<file path="src/hw/pipe_pkg.sv">
`default_nettype none

package pipe_pkg;

	localparam int DATA_W  = 32;
	localparam int PC_STEP = 4;   // Byte distance between instruction words.

	localparam int LINK_REG = 31;
	localparam logic [DATA_W-1:0] RESET_PC = '0;

	typedef enum logic [2:0] {
		ALU_ADD,
		ALU_SUB,
		ALU_AND,
		ALU_OR,
		ALU_SLT,
		ALU_LUI
	} alu_op_e;

	// Writeback takes either the ALU value or the return address.
	typedef enum logic {
		WB_ALU,
		WB_LINK
	} wb_sel_e;

endpackage

`default_nettype wire

</file>
<file path="src/hw/isa_pkg.sv">
`default_nettype none

package isa_pkg;

	localparam int REG_ADDR_W = 5;
	localparam int OPCODE_W   = 6;
	localparam int FUNCT_W    = 6;
	localparam int IMM_W      = 16;
	localparam int INDEX_W    = 26;

	// Field positions inside the instruction word.
	localparam int OPCODE_LSB = 26;
	localparam int RS_LSB     = 21;
	localparam int RT_LSB     = 16;
	localparam int RD_LSB     = 11;
	localparam int FUNCT_LSB  = 0;
	localparam int IMM_LSB    = 0;
	localparam int INDEX_LSB  = 0;

	typedef enum logic [OPCODE_W-1:0] {
		RTYPE = 6'd0,
		J     = 6'd2,
		JAL   = 6'd3,
		ADDI  = 6'd8,
		ORI   = 6'd13,
		LUI   = 6'd15
	} opcode_e;

	typedef enum logic [FUNCT_W-1:0] {
		ADD = 6'd32,
		SUB = 6'd34,
		AND = 6'd36,
		OR  = 6'd37,
		SLT = 6'd42
	} funct_e;

endpackage

`default_nettype wire
</file>
<file path="src/hw/pipeline_top.sv">
`timescale 1ns/1ps
`default_nettype none

module pipeline_top
	import isa_pkg::*;
	import pipe_pkg::*;
(
	input  wire                   clock,
	input  wire                   reset,
	input  wire                   enable,
	input  wire  [DATA_W-1:0]     instruction,
	output logic [DATA_W-1:0]     fetch_pc,
	output logic                  wb_strobe,
	output logic [REG_ADDR_W-1:0] wb_addr,
	output logic [DATA_W-1:0]     wb_data
);

	logic [DATA_W-1:0]     reg1_instruction;
	logic [DATA_W-1:0]     reg1_current_pc;
	alu_op_e               alu_op;
	logic                  alu_src_imm;
	logic [DATA_W-1:0]     imm;
	wb_sel_e               wb_sel;
	logic                  reg_write;
	logic [REG_ADDR_W-1:0] write_addr;
	logic                  rs_used;
	logic                  rt_used;
	logic                  jump_taken;
	logic [DATA_W-1:0]     jump_target;
	logic [DATA_W-1:0]     rs_data;
	logic [DATA_W-1:0]     rt_data;
	logic                  stall;
	alu_op_e               reg2_alu_op;
	logic [DATA_W-1:0]     reg2_operand_a;
	logic [DATA_W-1:0]     reg2_operand_b;
	wb_sel_e               reg2_wb_sel;
	logic [DATA_W-1:0]     reg2_link_pc;
	logic                  reg2_reg_write;
	logic [REG_ADDR_W-1:0] reg2_write_addr;
	logic                  reg3_reg_write;
	logic [REG_ADDR_W-1:0] reg3_write_addr;
	logic [DATA_W-1:0]     result;

	fetch_pc fetch0 (
		.clock(clock), .reset(reset), .enable(enable), .stall(stall),
		.jump_taken(jump_taken), .jump_target(jump_target), .pc(fetch_pc)
	);

	decoder decoder0 (
		.instruction(reg1_instruction), .current_pc(reg1_current_pc),
		.alu_op(alu_op), .alu_src_imm(alu_src_imm), .imm(imm), .wb_sel(wb_sel),
		.reg_write(reg_write), .write_addr(write_addr), .rs_used(rs_used),
		.rt_used(rt_used), .jump_taken(jump_taken), .jump_target(jump_target)
	);

	regfile regfile0 (
		.clock(clock), .reset(reset),
		.rs_addr(reg1_instruction[RS_LSB +: REG_ADDR_W]),
		.rt_addr(reg1_instruction[RT_LSB +: REG_ADDR_W]),
		.rs_data(rs_data), .rt_data(rt_data),
		.write_strobe(wb_strobe), .write_addr(wb_addr), .write_data(wb_data)
	);

	hazard_detect hazard0 (
		.rs_used(rs_used), .rt_used(rt_used),
		.rs_addr(reg1_instruction[RS_LSB +: REG_ADDR_W]),
		.rt_addr(reg1_instruction[RT_LSB +: REG_ADDR_W]),
		.ex_write(reg2_reg_write), .ex_addr(reg2_write_addr),
		.mem_write(reg3_reg_write), .mem_addr(reg3_write_addr), .stall(stall)
	);

	regwalls regwalls0 (
		.clock(clock), .reset(reset), .enable(enable), .stall(stall), .flush(jump_taken),
		.pc(fetch_pc), .instruction(instruction),
		.reg1_instruction(reg1_instruction), .reg1_current_pc(reg1_current_pc),
		.alu_op(alu_op), .alu_src_imm(alu_src_imm), .imm(imm), .wb_sel(wb_sel),
		.reg_write(reg_write), .write_addr(write_addr), .rs_data(rs_data), .rt_data(rt_data),
		.reg2_alu_op(reg2_alu_op), .reg2_operand_a(reg2_operand_a),
		.reg2_operand_b(reg2_operand_b), .reg2_wb_sel(reg2_wb_sel),
		.reg2_link_pc(reg2_link_pc), .reg2_reg_write(reg2_reg_write),
		.reg2_write_addr(reg2_write_addr), .result(result),
		.reg3_reg_write(reg3_reg_write), .reg3_write_addr(reg3_write_addr),
		.reg3_write_data(),
		.reg4_reg_write(wb_strobe), .reg4_write_addr(wb_addr), .reg4_write_data(wb_data)
	);

	execute_unit execute0 (
		.alu_op(reg2_alu_op), .operand_a(reg2_operand_a), .operand_b(reg2_operand_b),
		.wb_sel(reg2_wb_sel), .link_pc(reg2_link_pc), .result(result)
	);

endmodule

`default_nettype wire

</file>
<file path="src/hw/execute_unit.sv">
`timescale 1ns/1ps
`default_nettype none

module execute_unit
	import isa_pkg::*;
	import pipe_pkg::*;
(
	input  wire alu_op_e      alu_op,
	input  wire [DATA_W-1:0]  operand_a,
	input  wire [DATA_W-1:0]  operand_b,
	input  wire wb_sel_e      wb_sel,
	input  wire [DATA_W-1:0]  link_pc,
	output logic [DATA_W-1:0] result
);

	logic [DATA_W-1:0] alu_value;

	always_comb begin
		case (alu_op)
			ALU_ADD: alu_value = operand_a + operand_b;
			ALU_SUB: alu_value = operand_a - operand_b;
			ALU_AND: alu_value = operand_a & operand_b;
			ALU_OR:  alu_value = operand_a | operand_b;
			ALU_SLT: alu_value = DATA_W'($signed(operand_a) < $signed(operand_b));
			ALU_LUI: alu_value = operand_b << IMM_W;   // Immediate into the upper half.
			default: alu_value = '0;
		endcase
	end

	assign result = (wb_sel == WB_LINK) ? link_pc : alu_value;

endmodule

`default_nettype wire

</file>
<file path="src/hw/regwalls.sv">
`timescale 1ns/1ps
`default_nettype none

module regwalls
	import isa_pkg::*;
	import pipe_pkg::*;
(
	input  wire                   clock,
	input  wire                   reset,
	input  wire                   enable,
	input  wire                   stall,
	input  wire                   flush,

	input  wire  [DATA_W-1:0]     pc,
	input  wire  [DATA_W-1:0]     instruction,
	output logic [DATA_W-1:0]     reg1_instruction,
	output logic [DATA_W-1:0]     reg1_current_pc,

	input  wire alu_op_e          alu_op,
	input  wire                   alu_src_imm,
	input  wire  [DATA_W-1:0]     imm,
	input  wire wb_sel_e          wb_sel,
	input  wire                   reg_write,
	input  wire  [REG_ADDR_W-1:0] write_addr,
	input  wire  [DATA_W-1:0]     rs_data,
	input  wire  [DATA_W-1:0]     rt_data,
	output alu_op_e               reg2_alu_op,
	output logic [DATA_W-1:0]     reg2_operand_a,
	output logic [DATA_W-1:0]     reg2_operand_b,
	output wb_sel_e               reg2_wb_sel,
	output logic [DATA_W-1:0]     reg2_link_pc,
	output logic                  reg2_reg_write,
	output logic [REG_ADDR_W-1:0] reg2_write_addr,

	input  wire  [DATA_W-1:0]     result,
	output logic                  reg3_reg_write,
	output logic [REG_ADDR_W-1:0] reg3_write_addr,
	output logic [DATA_W-1:0]     reg3_write_data,

	output logic                  reg4_reg_write,
	output logic [REG_ADDR_W-1:0] reg4_write_addr,
	output logic [DATA_W-1:0]     reg4_write_data
);

	always_ff @(posedge clock) begin
		if (reset) begin
			reg1_instruction <= '0;
			reg1_current_pc  <= '0;
			reg2_alu_op      <= ALU_ADD;
			reg2_operand_a   <= '0;
			reg2_operand_b   <= '0;
			reg2_wb_sel      <= WB_ALU;
			reg2_link_pc     <= '0;
			reg2_reg_write   <= 1'b0;
			reg2_write_addr  <= '0;
			reg3_reg_write   <= 1'b0;
			reg3_write_addr  <= '0;
			reg3_write_data  <= '0;
			reg4_reg_write   <= 1'b0;
			reg4_write_addr  <= '0;
			reg4_write_data  <= '0;
		end else if (enable) begin
			if (flush && !stall) begin   // The word behind a taken jump is dropped.
				reg1_instruction <= '0;
				reg1_current_pc  <= '0;
			end else if (!stall) begin
				reg1_instruction <= instruction;
				reg1_current_pc  <= pc;
			end

			if (stall) begin
				// Bubble into execute while decode waits.
				reg2_alu_op     <= ALU_ADD;
				reg2_operand_a  <= '0;
				reg2_operand_b  <= '0;
				reg2_wb_sel     <= WB_ALU;
				reg2_link_pc    <= '0;
				reg2_reg_write  <= 1'b0;
				reg2_write_addr <= '0;
			end else begin
				reg2_alu_op     <= alu_op;
				reg2_operand_a  <= rs_data;
				reg2_operand_b  <= alu_src_imm ? imm : rt_data;
				reg2_wb_sel     <= wb_sel;
				reg2_link_pc    <= reg1_current_pc + PC_STEP;
				reg2_reg_write  <= reg_write;
				reg2_write_addr <= write_addr;
			end

			reg3_reg_write  <= reg2_reg_write;
			reg3_write_addr <= reg2_write_addr;
			reg3_write_data <= result;   // Memory stage only carries the value on.

			reg4_reg_write  <= reg3_reg_write;
			reg4_write_addr <= reg3_write_addr;
			reg4_write_data <= reg3_write_data;
		end
	end

	// A stall only ever waits on a write still pending in execute or memory.
	assert property (@(posedge clock) disable iff (reset)
		(enable && stall) |-> (reg2_reg_write || reg3_reg_write))
		else $error("Stall raised with no write pending in execute or memory.");

endmodule

`default_nettype wire

</file>
<file path="src/hw/hazard_detect.sv">
`timescale 1ns/1ps
`default_nettype none

module hazard_detect
	import isa_pkg::*;
(
	input  wire                  rs_used,
	input  wire                  rt_used,
	input  wire [REG_ADDR_W-1:0] rs_addr,
	input  wire [REG_ADDR_W-1:0] rt_addr,
	input  wire                  ex_write,
	input  wire [REG_ADDR_W-1:0] ex_addr,
	input  wire                  mem_write,
	input  wire [REG_ADDR_W-1:0] mem_addr,
	output logic                 stall
);

	logic rs_hit;
	logic rt_hit;

	// Writeback needs no check here, the register file passes that value through.
	assign rs_hit = rs_used &&
		((ex_write && ex_addr == rs_addr) || (mem_write && mem_addr == rs_addr));
	assign rt_hit = rt_used &&
		((ex_write && ex_addr == rt_addr) || (mem_write && mem_addr == rt_addr));

	assign stall = rs_hit || rt_hit;

endmodule

`default_nettype wire

</file>
<file path="src/hw/regfile.sv">
`timescale 1ns/1ps
`default_nettype none

module regfile
	import isa_pkg::*;
	import pipe_pkg::*;
(
	input  wire                   clock,
	input  wire                   reset,
	input  wire  [REG_ADDR_W-1:0] rs_addr,
	input  wire  [REG_ADDR_W-1:0] rt_addr,
	output logic [DATA_W-1:0]     rs_data,
	output logic [DATA_W-1:0]     rt_data,
	input  wire                   write_strobe,
	input  wire  [REG_ADDR_W-1:0] write_addr,
	input  wire  [DATA_W-1:0]     write_data
);

	logic [DATA_W-1:0] regs [2**REG_ADDR_W];

	// A read of the register being written sees the new value.
	function automatic logic [DATA_W-1:0] read_port(input logic [REG_ADDR_W-1:0] addr);
		if (addr == '0)
			return '0;
		if (write_strobe && write_addr == addr)
			return write_data;
		return regs[addr];
	endfunction

	always_ff @(posedge clock) begin
		if (reset) begin
			for (int i = 0; i < 2**REG_ADDR_W; i++)
				regs[i] <= '0;
		end else if (write_strobe && write_addr != '0) begin
			regs[write_addr] <= write_data;
		end
	end

	always_comb begin
		rs_data = read_port(rs_addr);
		rt_data = read_port(rt_addr);
	end

	// Decode masks r0 destinations, so none should survive down to writeback.
	assert property (@(posedge clock) disable iff (reset) write_strobe |-> write_addr != '0)
		else $error("Writeback targets r0.");

endmodule

`default_nettype wire

</file>
<file path="src/hw/decoder.sv">
`timescale 1ns/1ps
`default_nettype none

module decoder
	import isa_pkg::*;
	import pipe_pkg::*;
(
	input  wire  [DATA_W-1:0]     instruction,
	input  wire  [DATA_W-1:0]     current_pc,
	output alu_op_e               alu_op,
	output logic                  alu_src_imm,
	output logic [DATA_W-1:0]     imm,
	output wb_sel_e               wb_sel,
	output logic                  reg_write,
	output logic [REG_ADDR_W-1:0] write_addr,
	output logic                  rs_used,
	output logic                  rt_used,
	output logic                  jump_taken,
	output logic [DATA_W-1:0]     jump_target
);

	opcode_e               opcode;
	funct_e                funct;
	logic [REG_ADDR_W-1:0] rt_field;
	logic [REG_ADDR_W-1:0] rd_field;
	logic [IMM_W-1:0]      imm_field;
	logic [DATA_W-1:0]     pc_plus4;
	logic                  dest_valid;

	assign opcode    = opcode_e'(instruction[OPCODE_LSB +: OPCODE_W]);
	assign funct     = funct_e'(instruction[FUNCT_LSB +: FUNCT_W]);
	assign rt_field  = instruction[RT_LSB +: REG_ADDR_W];
	assign rd_field  = instruction[RD_LSB +: REG_ADDR_W];
	assign imm_field = instruction[IMM_LSB +: IMM_W];

	assign pc_plus4    = current_pc + PC_STEP;
	assign jump_target = {pc_plus4[DATA_W-1 -: DATA_W-INDEX_W-2],
		instruction[INDEX_LSB +: INDEX_W], 2'b00};

	always_comb begin
		alu_op      = ALU_ADD;
		alu_src_imm = 1'b0;
		imm         = {{(DATA_W-IMM_W){imm_field[IMM_W-1]}}, imm_field};
		wb_sel      = WB_ALU;
		dest_valid  = 1'b0;
		write_addr  = rt_field;
		rs_used     = 1'b0;
		rt_used     = 1'b0;
		jump_taken  = 1'b0;
		case (opcode)
			RTYPE: begin
				write_addr = rd_field;
				dest_valid = 1'b1;
				rs_used    = 1'b1;
				rt_used    = 1'b1;
				case (funct)
					ADD: alu_op = ALU_ADD;
					SUB: alu_op = ALU_SUB;
					AND: alu_op = ALU_AND;
					OR:  alu_op = ALU_OR;
					SLT: alu_op = ALU_SLT;
					default: begin   // Also covers the all-zero word.
						dest_valid = 1'b0;
						rs_used    = 1'b0;
						rt_used    = 1'b0;
					end
				endcase
			end
			ADDI: begin
				alu_src_imm = 1'b1;
				dest_valid  = 1'b1;
				rs_used     = 1'b1;
			end
			ORI: begin
				alu_op      = ALU_OR;
				alu_src_imm = 1'b1;
				imm         = {{(DATA_W-IMM_W){1'b0}}, imm_field};
				dest_valid  = 1'b1;
				rs_used     = 1'b1;
			end
			LUI: begin
				alu_op      = ALU_LUI;
				alu_src_imm = 1'b1;
				dest_valid  = 1'b1;
			end
			J: jump_taken = 1'b1;
			JAL: begin
				jump_taken = 1'b1;
				wb_sel     = WB_LINK;
				write_addr = REG_ADDR_W'(LINK_REG);
				dest_valid = 1'b1;
			end
			default: dest_valid = 1'b0;
		endcase
	end

	assign reg_write = dest_valid && (write_addr != '0);   // r0 is never written.

endmodule

`default_nettype wire

</file>
<file path="src/hw/fetch_pc.sv">
`timescale 1ns/1ps
`default_nettype none

module fetch_pc
	import pipe_pkg::*;
(
	input  wire                clock,
	input  wire                reset,
	input  wire                enable,
	input  wire                stall,
	input  wire                jump_taken,
	input  wire  [DATA_W-1:0]  jump_target,
	output logic [DATA_W-1:0]  pc
);

	logic [DATA_W-1:0] next_pc;

	// A jump is resolved in decode, so the word already fetched after it is dropped.
	assign next_pc = jump_taken ? jump_target : pc + PC_STEP;

	always_ff @(posedge clock) begin
		if (reset) begin
			pc <= RESET_PC;
		end else if (enable && !stall) begin
			pc <= next_pc;
		end
	end

endmodule

`default_nettype wire

</file>
<file path="config.mk">
export PLATFORM = sky130hd
export DESIGN_NAME = pipeline_top
export DESIGN_NICKNAME = d
export VERILOG_FILES = /design/src/hw/pipe_pkg.sv /design/src/hw/isa_pkg.sv /design/src/hw/pipeline_top.sv /design/src/hw/execute_unit.sv /design/src/hw/regwalls.sv /design/src/hw/hazard_detect.sv /design/src/hw/regfile.sv /design/src/hw/decoder.sv /design/src/hw/fetch_pc.sv
export SDC_FILE = /design/constraint.sdc
export NUM_CORES = 2
export LEC_CHECK = 0
export BUFFER_PORTS_ARGS = -buffer_cell sky130_fd_sc_hd__buf_2
export CAP_MARGIN = 30
export CORE_ASPECT_RATIO = 1.25
export CORE_MARGIN = 5
export CORE_UTILIZATION = 47
export CTS_BUF_LIST = sky130_fd_sc_hd__clkbuf_8
export DETAILED_ROUTE_END_ITERATION = 10
export PLACE_DENSITY = 0.69
export SETUP_SLACK_MARGIN = 0.05
export SYNTH_ARGS = -nofsm -noshare
export SYNTH_HDL_FRONTEND = slang
export SYNTH_SLANG_ARGS = --single-unit
</file>
<file path="constraint.sdc">
create_clock -name clock -period 4.2 [get_ports clock]
set_clock_uncertainty 0.15 [all_clocks]
set_input_delay 0.21 -clock clock [delete_from_list [all_inputs] [get_ports clock]]
set_output_delay 0.21 -clock clock [all_outputs]
set_load 0.02 [all_outputs]
</file>
==> qor.yml <==
drt:
  drt-vias-per-instance: 6.52
  drt_pass1_iterations: 9
  wirelength_um: 248000
  vias: 50400
  ant_nets: 0
  drt-initial-drc-count: 7268
  wl_per_cell_um: 32.1
  drc: 0
logic_synthesis:
  yosys-top-cells-count: "edfxtp_1, and2_1, mux4_2, clkbuf_1, nor2_1"
  yosys.area.top_type: "edfxtp_1"
  seq_area_frac_synth: 0.513
  yosysMostFrequentCell: "edfxtp_1"
  synthDistinctLibCells: 85
  synth_seq_cells: 1308
  synth-edff-count: 1024
  synth-compound-area-share: 0.0597
  synthMuxAreaShare: 0.219
  synth_xor_area_frac: 0.0106
  ys.flop_type: "edfxtp_1"
  yosys_warnings: 0
  synth.cell_area_mm2: 0.0711
  synth-adder-area-share: 0.0208
  synth-simple-area-share: 0.143
  yosys.area.top_type_share: 0.433
  synth_top_family_by_area: "multiplexers"
  synthTopCellsByArea: "edfxtp_1, mux4_2, and2_1"
  async_flop_share: 0
  synth.avg_cell_area_um2: 13.2
  syn_inst: 5389
critical_path:
  crit_path_end: "regwalls0.reg3_write_data[30]"
  r2r_cells: 12
  cpMostUsedCell: "o2111ai_1"
  crit_slowest_cell: "dfxtp_1"
  startpoint_type: "flip-flop"
  critical_path.startpoint: "regwalls0.reg2_operand_b[0]"
  r2r-start: "regwalls0.reg2_operand_b[0]"
  crit_type: "reg -> reg"
  crit_path_max_fanout: 5
  regToRegSetupSlack_ns: 0.44
  cp_data_required_time_ns: 4.94
  crit_chain: "ha_1, inv_1, fa_1, nor2b_1, o2111ai_1, a21boi_0, o2111ai_1, a31oi_1, nor4_1, o21bai_1, a221oi_1, nor3_1"
  end_kind: "flip-flop"
  critPathMaxStageDelay_ns: 0.57
  reg2reg_to: "regwalls0.reg3_write_data[30]"
  arrival_ns: 4.49
global_route:
  grt_overflow: 0
  antenna_found_initial: 23
  grt_use_total: 0.307
  grt_max_degree: 80
  grt_pass1_wl_um: 353000
  first_global_vias: 49700
timing:
  rsz0062_at_grt: "no"
  tns_ns: 0
  fmax_ghz: 0.266
  fin_crit_ns: 3.76
  worst_pin_slew_ns: 1.06
  hold_viol_final: 0
  fin_crit_sh: 0.895
  maxSlewViolCount: 0
  relSlewSlack: 0.292
  setup-violations-final: 0
finish:
  layout.cells.non_filler: 7732
  final_nets: 5672
  layout-drive-gt1-share: 0.237
  final_util: 0.532
  fin_area_mm2: 0.0800
  area_growth_pct: 12.5
placement:
  io_buffer_count: 102
  dp.cells: 7248
  post-dp-hpwl_um: 154000
  place_area_mm2: 0.0751
  place_congestion: 0.977
floorplan:
  coreArea_mm2: 0.150
  rows: 159
  ios: 105
  die_x_um: 358
  dieArea_mm2: 0.159
  fp.dieH_um: 445
  initial_core_util: 0.473
cts:
  post_cts_buffers: 0
  cts_buffers: 208
  clock_sinks: 1308
  insertion_delay_ns: 1.00
  cts_buffer_depth: 3
  clk_pin_slew_ns: 0.07
  h-tree-depth: 4
  tritoncts: "done"
  root_buffer: "clkbuf_8"
power_and_ir_drop:
  p_leak_uw: 0.0287
  ir_drop_mv: 0.363
  p_per_area_mw_per_mm2: 374
  power.total_uw: 29900
hold_path:
  hp-class: "in -> reg"
run:
  drv_cap: 0
status:
  outcome: "finished clean"
through the flow:
stage	setup WS (ns)	hold WS, ns
final	0.443	0.106
after global routing	0.206	0.0754
after CTS	0.480	0.0103
after detailed placement	0.534	0.305
after global placement	0.310	0.293
after floorplan	1.17	0.210
state kept, by name, indices dropped and copies added, names as in the netlist, 3 cells and up, named ones only:
register,cells
fetch0.pc,30
regwalls0.reg2_operand_a,32
regwalls0.reg2_link_pc,31
regfile0.regs,1024
regwalls0.reg1_current_pc,31
regwalls0.reg3_write_data,32
regwalls0.reg2_alu_op,3
regwalls0.reg2_write_addr,5
regwalls0.reg3_write_addr,5
regwalls0.reg4_write_data,32
regwalls0.reg1_instruction,32
regwalls0.reg4_write_addr,5
regwalls0.reg2_operand_b,32
what timing repair did:
item,4_1_cts,5_1_grt
gates resized for setup,0,0
hold buffers,72,0
endpoints found under the hold margin,205,0
worst min-delay path by stage:
stage | endpoint | startpoint | cells past startpoint | slack [ns]
finish | regwalls0.reg4_write_addr[2] | reset | 3 | 0.11
global route | fetch0.pc[8] | reset | 3 | 0.08
CTS | fetch0.pc[8] | reset | 3 | 0.01
detailed placement | regwalls0.reg2_link_pc[4] | regwalls0.reg2_link_pc[4] | 2 | 0.31
global placement | regwalls0.reg2_link_pc[6] | regwalls0.reg2_link_pc[6] | 2 | 0.29
floorplan | regwalls0.reg1_instruction[27] | instruction[27] | 2 | 0.21
kinds of logic after synthesis:
kind of cell / count (synthesis)
simple gates: 1844
flops: 1308
mux: 755
compound gates: 662
buf+inv: 616
fa+ha+maj: 117
xor+xnor: 86
other cells: 1
placed cells by master, fill, tap and decap left out, types with 42 or more instances in the layout:
master | Yosys | layout
edfxtp_1 | 1024 | 1024
and2_1 | 998 | 997
mux4_2 | 641 | 641
nor2_1 | 359 | 326
dfxtp_1 | 284 | 272
a21oi_1 | 234 | 234
clkbuf_8 | 0 | 216
nand2_1 | 183 | 182
inv_1 | 105 | 165
buf_4 | 3 | 158
o21ai_0 | 154 | 153
ha_1 | 115 | 115
mux2i_1 | 113 | 113
buf_2 | 65 | 103
dlygate4sd3_1 | 0 | 72
and3_1 | 69 | 68
clkinv_1 | 0 | 57
buf_12 | 0 | 56
nand3_1 | 56 | 55
xor2_1 | 44 | 44
xnor2_1 | 42 | 42
a211oi_1 | 43 | 42
power breakdown:
group          internal [µW]  switching [µW]  total [µW]
registers              14400             455       14800
logic                   1740            2320        4060
clock network           5510            5530       11000
per-layer routing:
metal  track usage  part of all wire  routed length, µm  vias up
met4         0.176             0.069              17000        6
met5             0           0.00017                 41        -
met1         0.372              0.34              83600    25300
li1              -                 -                  -    20600
met2         0.494              0.47             118000     3641
met3        0.0870              0.12              29500      904
final cells by class:
class / instances / area, µm²
Antenna cell: 19 / 47.5
Clock buffer: 216 / 2970
Clock inverter: 175 / 1130
Fill cell: 12300 / 70400
Inverter: 105 / 394
Multi-Input combinational cell: 3498 / 32600
Sequential cell: 1308 / 36500
Tap cell: 2012 / 2520
Timing Repair Buffer: 399 / 3810
worst max-delay path: cells and delay by family (launching register included):
family	cells	cell delay [ns]
compound gates	6	1.69
simple gates	3	0.53
fa+ha+maj	2	0.67
buf+inv	1	0.08
flops	1	0.57
No activity file was read; power rests on OpenSTA's default activity.
